### src/rtl/sudoku_pkg.sv
`default_nettype none

package sudoku_pkg;

  localparam int GRID_N = 9;
  localparam int BOX_N  = 3;

  // bit k set means digit k+1 is still possible
  typedef logic [GRID_N-1:0] digit_mask_t;

  localparam digit_mask_t ALL_DIGITS = '1;

  typedef digit_mask_t [GRID_N-1:0] row_mask_t;  // element 0 is column 0
  typedef logic [GRID_N-1:0]        row_sel_t;
  typedef logic [3:0]               row_idx_t;

  typedef enum logic [2:0] {
    CELL_NOP      = 3'd0,
    CELL_LOAD     = 3'd1,  // candidates take the mask
    CELL_OPEN     = 3'd2,  // allowed mask back to all digits
    CELL_RESTRICT = 3'd3,  // allowed &= mask
    CELL_COMMIT   = 3'd4   // unsolved candidates &= allowed
  } cell_op_e;

  // command broadcast to every row
  typedef struct packed {
    cell_op_e  op;
    row_sel_t  row_en;
    row_mask_t mask;
  } grid_cmd_t;

  typedef struct packed {
    logic      write;
    row_idx_t  row;
    row_mask_t data;
  } host_req_t;

  typedef struct packed {
    logic busy;
    logic solved;
    logic stuck;
  } status_t;

endpackage

`default_nettype wire

### src/rtl/constraint_sweep.sv
`default_nettype none

module constraint_sweep
  import sudoku_pkg::*;
(
  input  wire                         clk,
  input  wire                         reset,
  input  wire                         start_i,
  input  wire                         abort_i,
  input  wire row_mask_t [GRID_N-1:0] fixed_i,
  input  wire                         grid_solved_i,
  input  wire                         grid_changed_i,
  output grid_cmd_t                   cmd_o,
  output status_t                     status_o
);

  typedef enum logic [2:0] {
    S_IDLE,
    S_OPEN,
    S_ROW,
    S_BOX,
    S_COL,
    S_COMMIT,
    S_CHECK
  } sweep_state_e;

  sweep_state_e            state_q;
  row_idx_t                row_q;
  logic                    stuck_q;
  row_mask_t               col_acc_q;  // digits placed per column so far
  digit_mask_t [BOX_N-1:0] box_acc_q;  // digits placed per box in this band

  row_mask_t               row_fixed;
  digit_mask_t             row_seen;
  row_mask_t               col_next;
  digit_mask_t [BOX_N-1:0] box_next;
  logic                    band_end;

  assign row_fixed = fixed_i[row_q];
  assign band_end  = (row_q % BOX_N) == BOX_N - 1;

  always_comb begin
    row_seen = '0;
    col_next = col_acc_q;
    box_next = box_acc_q;
    for (int k = 0; k < GRID_N; k++) begin
      row_seen             = row_seen | row_fixed[k];
      col_next[k]          = col_next[k] | row_fixed[k];
      box_next[k / BOX_N]  = box_next[k / BOX_N] | row_fixed[k];
    end
  end

  always_ff @(posedge clk) begin
    if (reset) begin
      state_q <= S_IDLE;
      row_q   <= '0;
      stuck_q <= 1'b0;
    end else if (abort_i) begin
      state_q <= S_IDLE;
      stuck_q <= 1'b0;
    end else begin
      case (state_q)
        S_IDLE: begin
          if (start_i && !grid_solved_i) begin
            state_q <= S_OPEN;
            stuck_q <= 1'b0;
          end
        end
        S_OPEN: begin
          row_q   <= '0;
          state_q <= S_ROW;
        end
        S_ROW: begin
          if (band_end) begin
            state_q <= S_BOX;
          end else begin
            row_q <= row_q + 1'b1;
          end
        end
        S_BOX: begin
          if (row_q == GRID_N - 1) begin
            state_q <= S_COL;
          end else begin
            row_q   <= row_q + 1'b1;
            state_q <= S_ROW;
          end
        end
        S_COL:    state_q <= S_COMMIT;
        S_COMMIT: state_q <= S_CHECK;
        S_CHECK: begin
          if (grid_solved_i) begin
            state_q <= S_IDLE;
          end else if (!grid_changed_i) begin
            state_q <= S_IDLE;
            stuck_q <= 1'b1;  // a whole pass without progress
          end else begin
            state_q <= S_OPEN;
          end
        end
        default: state_q <= S_IDLE;
      endcase
    end
  end

  always_ff @(posedge clk) begin
    if (state_q == S_OPEN) begin
      col_acc_q <= '0;
      box_acc_q <= '0;
    end else if (state_q == S_ROW) begin
      col_acc_q <= col_next;
      box_acc_q <= box_next;
    end else if (state_q == S_BOX) begin
      box_acc_q <= '0;  // next band starts clean
    end
  end

  always_comb begin
    cmd_o    = '0;
    cmd_o.op = CELL_NOP;
    case (state_q)
      S_OPEN: begin
        cmd_o.op     = CELL_OPEN;
        cmd_o.row_en = '1;
      end
      S_ROW: begin
        cmd_o.op     = CELL_RESTRICT;
        cmd_o.row_en = row_sel_t'(1) << row_q;
        for (int k = 0; k < GRID_N; k++) begin
          cmd_o.mask[k] = ~row_seen;
        end
      end
      S_BOX: begin
        // row_q is the last row of the band here
        cmd_o.op     = CELL_RESTRICT;
        cmd_o.row_en = row_sel_t'({BOX_N{1'b1}}) << (row_q - row_idx_t'(BOX_N - 1));
        for (int k = 0; k < GRID_N; k++) begin
          cmd_o.mask[k] = ~box_acc_q[k / BOX_N];
        end
      end
      S_COL: begin
        cmd_o.op     = CELL_RESTRICT;
        cmd_o.row_en = '1;
        cmd_o.mask   = ~col_acc_q;
      end
      S_COMMIT: begin
        cmd_o.op     = CELL_COMMIT;
        cmd_o.row_en = '1;
      end
      default: cmd_o.op = CELL_NOP;
    endcase
  end

  assign status_o.busy   = state_q != S_IDLE;
  assign status_o.solved = grid_solved_i;
  assign status_o.stuck  = stuck_q;

  a_idle_nop: assert property (
    @(posedge clk) disable iff (reset)
    !status_o.busy |-> cmd_o.op == CELL_NOP
  );

endmodule

`default_nettype wire

### src/rtl/host_port.sv
`default_nettype none

module host_port
  import sudoku_pkg::*;
(
  input  wire                         clk,
  input  wire                         reset,
  input  wire host_req_t              req_i,
  input  wire                         req_valid_i,
  output logic                        req_ready_o,
  output row_mask_t                   rsp_o,
  output logic                        rsp_valid_o,
  input  wire                         rsp_ready_i,
  input  wire row_mask_t [GRID_N-1:0] cand_i,
  input  wire                         busy_i,
  input  wire grid_cmd_t              sweep_cmd_i,
  output grid_cmd_t                   cmd_o
);

  logic      req_fire;
  logic      rd_fire;
  logic      rsp_valid_q;
  row_mask_t rsp_q;

  assign req_ready_o = !busy_i && !rsp_valid_q;  // one read in flight at most
  assign req_fire    = req_valid_i && req_ready_o;
  assign rd_fire     = req_fire && !req_i.write;
  assign rsp_o       = rsp_q;
  assign rsp_valid_o = rsp_valid_q;

  always_comb begin
    if (busy_i) begin
      cmd_o = sweep_cmd_i;
    end else begin
      cmd_o    = '0;
      cmd_o.op = CELL_NOP;
      if (req_fire && req_i.write) begin
        cmd_o.op     = CELL_LOAD;
        cmd_o.row_en = row_sel_t'(1) << req_i.row;
        cmd_o.mask   = req_i.data;
      end
    end
  end

  always_ff @(posedge clk) begin
    if (reset) begin
      rsp_valid_q <= 1'b0;
    end else if (rd_fire) begin
      rsp_valid_q <= 1'b1;
    end else if (rsp_ready_i) begin
      rsp_valid_q <= 1'b0;
    end
  end

  // captured so a later solve cannot disturb a held response
  always_ff @(posedge clk) begin
    if (rd_fire) begin
      rsp_q <= cand_i[req_i.row];
    end
  end

  a_no_req_busy: assert property (
    @(posedge clk) disable iff (reset)
    busy_i |-> !req_ready_o
  );

endmodule

`default_nettype wire

### src/rtl/sudoku_cell.sv
`default_nettype none

module sudoku_cell
  import sudoku_pkg::*;
(
  input  wire              clk,
  input  wire              reset,
  input  wire cell_op_e    op_i,
  input  wire digit_mask_t mask_i,
  output digit_mask_t      cand_o,
  output digit_mask_t      fixed_o,
  output logic             solved_o,
  output logic             changed_o
);

  digit_mask_t cand_q;
  digit_mask_t allow_q;
  digit_mask_t narrowed;
  logic        changed_q;

  assign narrowed = cand_q & allow_q;

  // exactly one digit left
  assign solved_o  = (cand_q != '0) && ((cand_q & (cand_q - 1'b1)) == '0);
  assign fixed_o   = solved_o ? cand_q : '0;
  assign cand_o    = cand_q;
  assign changed_o = changed_q;

  always_ff @(posedge clk) begin
    if (reset) begin
      cand_q    <= ALL_DIGITS;
      changed_q <= 1'b0;
    end else if (op_i == CELL_LOAD) begin
      cand_q <= mask_i;
    end else if (op_i == CELL_COMMIT) begin
      if (solved_o) begin
        changed_q <= 1'b0;  // a placed digit is never narrowed
      end else begin
        cand_q    <= narrowed;
        changed_q <= narrowed != cand_q;
      end
    end
  end

  always_ff @(posedge clk) begin
    case (op_i)
      CELL_OPEN:     allow_q <= ALL_DIGITS;
      CELL_RESTRICT: allow_q <= allow_q & mask_i;
      default:       allow_q <= allow_q;
    endcase
  end

  a_commit_shrinks: assert property (
    @(posedge clk) disable iff (reset)
    op_i == CELL_COMMIT |=> (cand_q & ~$past(cand_q)) == '0
  );

endmodule

`default_nettype wire

### src/rtl/sudoku_row.sv
`default_nettype none

module sudoku_row
  import sudoku_pkg::*;
(
  input  wire            clk,
  input  wire            reset,
  input  wire grid_cmd_t cmd_i,
  input  wire            row_en_i,
  output row_mask_t      cand_o,
  output row_mask_t      fixed_o,
  output logic           solved_o,
  output logic           changed_o
);

  cell_op_e cell_op;
  row_sel_t cell_solved;
  row_sel_t cell_changed;

  assign cell_op = row_en_i ? cmd_i.op : CELL_NOP;  // other rows sit still

  for (genvar c = 0; c < GRID_N; c++) begin : g_cell
    sudoku_cell u_cell (
      .clk       (clk),
      .reset     (reset),
      .op_i      (cell_op),
      .mask_i    (cmd_i.mask[c]),
      .cand_o    (cand_o[c]),
      .fixed_o   (fixed_o[c]),
      .solved_o  (cell_solved[c]),
      .changed_o (cell_changed[c])
    );
  end

  assign solved_o  = &cell_solved;
  assign changed_o = |cell_changed;

endmodule

`default_nettype wire

### src/rtl/sudoku_solver.sv
`default_nettype none

module sudoku_solver
  import sudoku_pkg::*;
(
  input  wire            clk,
  input  wire            reset,
  input  wire host_req_t req_i,
  input  wire            req_valid_i,
  output logic           req_ready_o,
  output row_mask_t      rsp_o,
  output logic           rsp_valid_o,
  input  wire            rsp_ready_i,
  input  wire            start_i,
  input  wire            abort_i,
  output status_t        status_o
);

  grid_cmd_t              grid_cmd;   // what every row sees
  grid_cmd_t              sweep_cmd;
  status_t                sweep_status;
  row_mask_t [GRID_N-1:0] row_cand;
  row_mask_t [GRID_N-1:0] row_fixed;
  row_sel_t               row_solved;
  row_sel_t               row_changed;
  logic                   grid_solved;
  logic                   grid_changed;

  for (genvar r = 0; r < GRID_N; r++) begin : g_row
    sudoku_row u_row (
      .clk       (clk),
      .reset     (reset),
      .cmd_i     (grid_cmd),
      .row_en_i  (grid_cmd.row_en[r]),
      .cand_o    (row_cand[r]),
      .fixed_o   (row_fixed[r]),
      .solved_o  (row_solved[r]),
      .changed_o (row_changed[r])
    );
  end

  assign grid_solved  = &row_solved;
  assign grid_changed = |row_changed;

  constraint_sweep u_sweep (
    .clk            (clk),
    .reset          (reset),
    .start_i        (start_i),
    .abort_i        (abort_i),
    .fixed_i        (row_fixed),
    .grid_solved_i  (grid_solved),
    .grid_changed_i (grid_changed),
    .cmd_o          (sweep_cmd),
    .status_o       (sweep_status)
  );

  host_port u_host (
    .clk         (clk),
    .reset       (reset),
    .req_i       (req_i),
    .req_valid_i (req_valid_i),
    .req_ready_o (req_ready_o),
    .rsp_o       (rsp_o),
    .rsp_valid_o (rsp_valid_o),
    .rsp_ready_i (rsp_ready_i),
    .cand_i      (row_cand),
    .busy_i      (sweep_status.busy),
    .sweep_cmd_i (sweep_cmd),
    .cmd_o       (grid_cmd)
  );

  assign status_o = sweep_status;

endmodule

`default_nettype wire

### config.mk
export PLATFORM = sky130hd
export DESIGN_NAME = sudoku_solver
export DESIGN_NICKNAME = d
export VERILOG_FILES = /design/src/rtl/sudoku_pkg.sv /design/src/rtl/constraint_sweep.sv /design/src/rtl/host_port.sv /design/src/rtl/sudoku_cell.sv /design/src/rtl/sudoku_row.sv /design/src/rtl/sudoku_solver.sv
export SDC_FILE = /design/constraint.sdc
export NUM_CORES = 2
export LEC_CHECK = 0
export BUFFER_PORTS_ARGS = -buffer_cell sky130_fd_sc_hd__clkbuf_2
export CELL_PAD_IN_SITES_DETAIL_PLACEMENT = 1
export CELL_PAD_IN_SITES_GLOBAL_PLACEMENT = 1
export CORE_MARGIN = 2
export CORE_UTILIZATION = 51
export CTS_CLUSTER_DIAMETER = 60
export DETAILED_ROUTE_END_ITERATION = 16
export PLACE_DENSITY_LB_ADDON = 0.1
export SLEW_MARGIN = 20
export SYNTH_ARGS = -nofsm -noshare
export SYNTH_HDL_FRONTEND = slang
export SYNTH_HIERARCHICAL = 1
export SYNTH_SLANG_ARGS = --single-unit
### constraint.sdc
create_clock -name clk -period 12.33 [get_ports clk]
set_input_delay 0.6165 -clock clk [delete_from_list [all_inputs] [get_ports clk]]
set_output_delay 0.6165 -clock clk [all_outputs]
set_load 0.03 [all_outputs]
==> impl_metrics.yaml <==
status:
  status: "finished clean"
critical_path:
  worstSetupPathType: "flip-flop to output pin"
  rrSetupSlack_ns: 5.79
  worst-path-buf-inv: 1
  critical_path_required_ns: 11.71
  crit_path_max_incr_delay_ns: 1.08
  worstSetupStartpointType: "flip-flop"
  worstPathMaxFanout: 7
  end_kind: "output pin"
  arrival_ns: 6.53
  cp_slowest_cell: "nor3_1"
  cp_top_family: "simple AND/OR/NAND/NOR gates"
  worstPathCellList: "or4_4 -> or3_4 -> nor4_2 -> nor3_4 -> nor2_1 -> nand4_1 -> nor3_1 -> nand4_1 -> nor3_1 -> clkbuf_2"
sta:
  post-route-min-period_ns: 7.14
  fmax_mhz: 140
  clock_skew_ns: 0.0536
  setup_violations: 0
  min_period_over_period: 0.579
  rsz0062_at_grt: "false"
  slew_headroom: 0.121
  worst_pin_slew_ns: 1.31
  tns_ns: 0
  hold_viol_final: 0
  timing.final.max_slew_violations: 0
drt:
  drtAntennaViolNets: 0
  drcViolationCount: 0
  drt-total-wl_um: 462000
  drt-pass1-iter-count: 6
  first_iter_violations: 11500
  vias_per_cell: 7.00
  vias: 101000
  wl_per_cell_um: 32.2
floorplan:
  row_count: 167
  die_y_um: 461
  pin_count: 178
  die_width_um: 461
  start_util: 0.513
  core_mm2: 0.207
  dieArea_mm2: 0.212
power_and_ir_drop:
  p_sw_uw: 3170
  peakVddDrop_mv: 0.166
  internal-power_uw: 9740
  cellLeakagePower_uw: 0.0430
  power.density_mw_per_mm2: 111
  seq_power_share: 0.471
  switching_share: 0.245
  pwr-share-comb: 0.050
  power_frac_clock: 0.478
synthesis:
  yosysUniqueCellTypes: 86
  syn_area_mm2: 0.106
  synth_edf_count: 810
  syn_area_per_cell_um2: 9.47
  netlist_instances: 11200
  ys_seq_elements: 1737
  ys_warn_count: 6
  synthFlopType: "dfxtp_1"
  ys_seq_area_frac: 0.403
  async_flop_share: 0
  synth_fp_nets: 11300
placed_design:
  hpwl_um: 326000
  place.gp.congestion: 1.05
  numPortBuffers: 177
  placed_area_mm2: 0.110
global_route:
  met1_usage: 0.520
  grt_use_met3: 0.108
  grt_pass1_vias: 99200
  antenna_found_initial: 40
  use_met2: 0.642
  grt_max_degree: 119
  busiest_layer: "met2"
  grtUsageTotal: 0.424
  grt_first_pass_wirelength_um: 673000
  grt_overflow_total: 0
clocking:
  cts.sinks: 1737
  cts.clk_slew.worst_paths_ns: 0.06
  clk_latency_ns: 0.89
  cts-root-buf: "clkbuf_16"
  cts_buffers: 200
  tritoncts: "built"
  htree_levels: 4
  clockBufferDepth: 3
  post_cts_buffers: 0
finish:
  drive_gt1_frac: 0.155
  stdcell_area_mm2: 0.117
  syn_to_final_growth_pct: 9.64
  nets: 11500
job:
  cap_viol_max_count: 0
hold_path:
  min_path_type: "primary input to flip-flop"
==> cell usage after synthesis (172+ instances only) <==
cell | instances | share of area
inv_1 | 741 | 0.026
nor4_1 | 172 | 0.010
nor3_1 | 429 | 0.020
mux4_2 | 233 | 0.049
dfxtp_1 | 927 | 0.17
a211o_1 | 721 | 0.059
nand2_1 | 1903 | 0.067
nor2_1 | 612 | 0.022
o22ai_1 | 324 | 0.019
edfxtp_1 | 810 | 0.23
a21o_1 | 731 | 0.052
o21ai_0 | 816 | 0.038
a21oi_1 | 173 | 0.0081
==> path summary, 6_finish.rpt <==
check / startpoint / end / cells after the start
max: g_row[7].u_row/g_cell[5].u_cell/cand_o[4] / status_o[1] / 10
min: abort_i / u_sweep/state_q[2] / 2
max reg2reg: u_sweep/state_q[0] / g_row[6].u_row/g_cell[2].u_cell/allow_q[6] / 11
min reg2reg: u_sweep/col_acc_q[32] / u_sweep/col_acc_q[32] / 2
==> layout make-up <==
cell class | instances | area [µm²]
diodes | 26 | 65.1
clock buffers | 271 | 5700
clock inverters | 108 | 1060
fillers | 23400 | 90600
inverters | 743 | 2790
multi-input cells | 8371 | 58700
flip-flops and latches | 1737 | 42900
well taps | 2788 | 3490
repair buffers | 316 | 1990
==> per-layer routing <==
metal / vias up / wire, µm
li1: 42800 / -
met1: 51000 / 174000
met2: 5312 / 202000
met3: 1412 / 45700
met4: 16 / 39500
met5: - / 285
==> kinds of logic after synthesis <==
group           count (synthesis)  synth area share
flops                        1737             0.403
fa+ha+maj                      98           0.00959
xor+xnor                        2          0.000165
mux                           410            0.0694
simple gates                 4305             0.220
compound gates               3556             0.246
buf+inv                      1127            0.0525
==> power by group through the flow <==
stage          sequential, µW  clock (µW)  combinational (µW)
6_report                 6090        6170                 650
4_1_cts                  6080        6230                 623
5_1_grt                  6090        6450                 654
2_1_floorplan            6210           0                 328
3_3_place_gp             6200           0                 610
3_5_place_dp             6210           0                 620
==> placed cells by master, fill, tap and decap left out, drive strengths merged, types with 163 or more instances in the layout <==
cell    count
a211o     721
a21o      811
a21oi     254
clkbuf    445
dfxtp     927
edfxtp    810
inv       760
mux2      163
mux4      243
nand2    1903
nor2      613
nor2b     164
nor3      537
nor4      253
o21ai     825
o22ai     324
==> flip-flops by register name (all words and copies together) (netlist names) <==
register and cells:
g_row.u_row/g_cell.u_cell/cand_o 729, u_host/rsp_valid_o 1, u_sweep/box_acc_q 27, u_sweep/row_q 4, u_host/rsp_o 81, g_row.u_row/g_cell.u_cell/allow_q 729
u_sweep/stuck_q 1, g_row.u_row/g_cell.u_cell/changed_o 81, u_sweep/col_acc_q 81, u_sweep/state_q 3
==> per-stage QoR <==
stage / power (µW) / hold WS (ns) / utilization / std cells / setup WS [ns]
after floorplan: 6540 / 0.437 / - / 11200 / 2.09
after global placement: 6810 / 0.447 / 0.529 / 14000 / 6.50
after detailed placement: 6830 / 0.456 / 0.529 / 14000 / 6.38
after CTS: 12900 / 0.00239 / 0.561 / 14300 / 5.98
after global routing: 13200 / 0.0273 / 0.563 / 14300 / 5.47
final: 12900 / 0.0267 / 0.563 / 14400 / 5.19
==> timing repair <==
| action | CTS | global route |
|---|---|---|
| hold endpoints to repair | 1 | 0 |
| resized for setup | 0 | 0 |
| setup endpoints to repair | 0 | 0 |
| hold buffers | 1 | 0 |
Power figures use the tool's default switching activity.
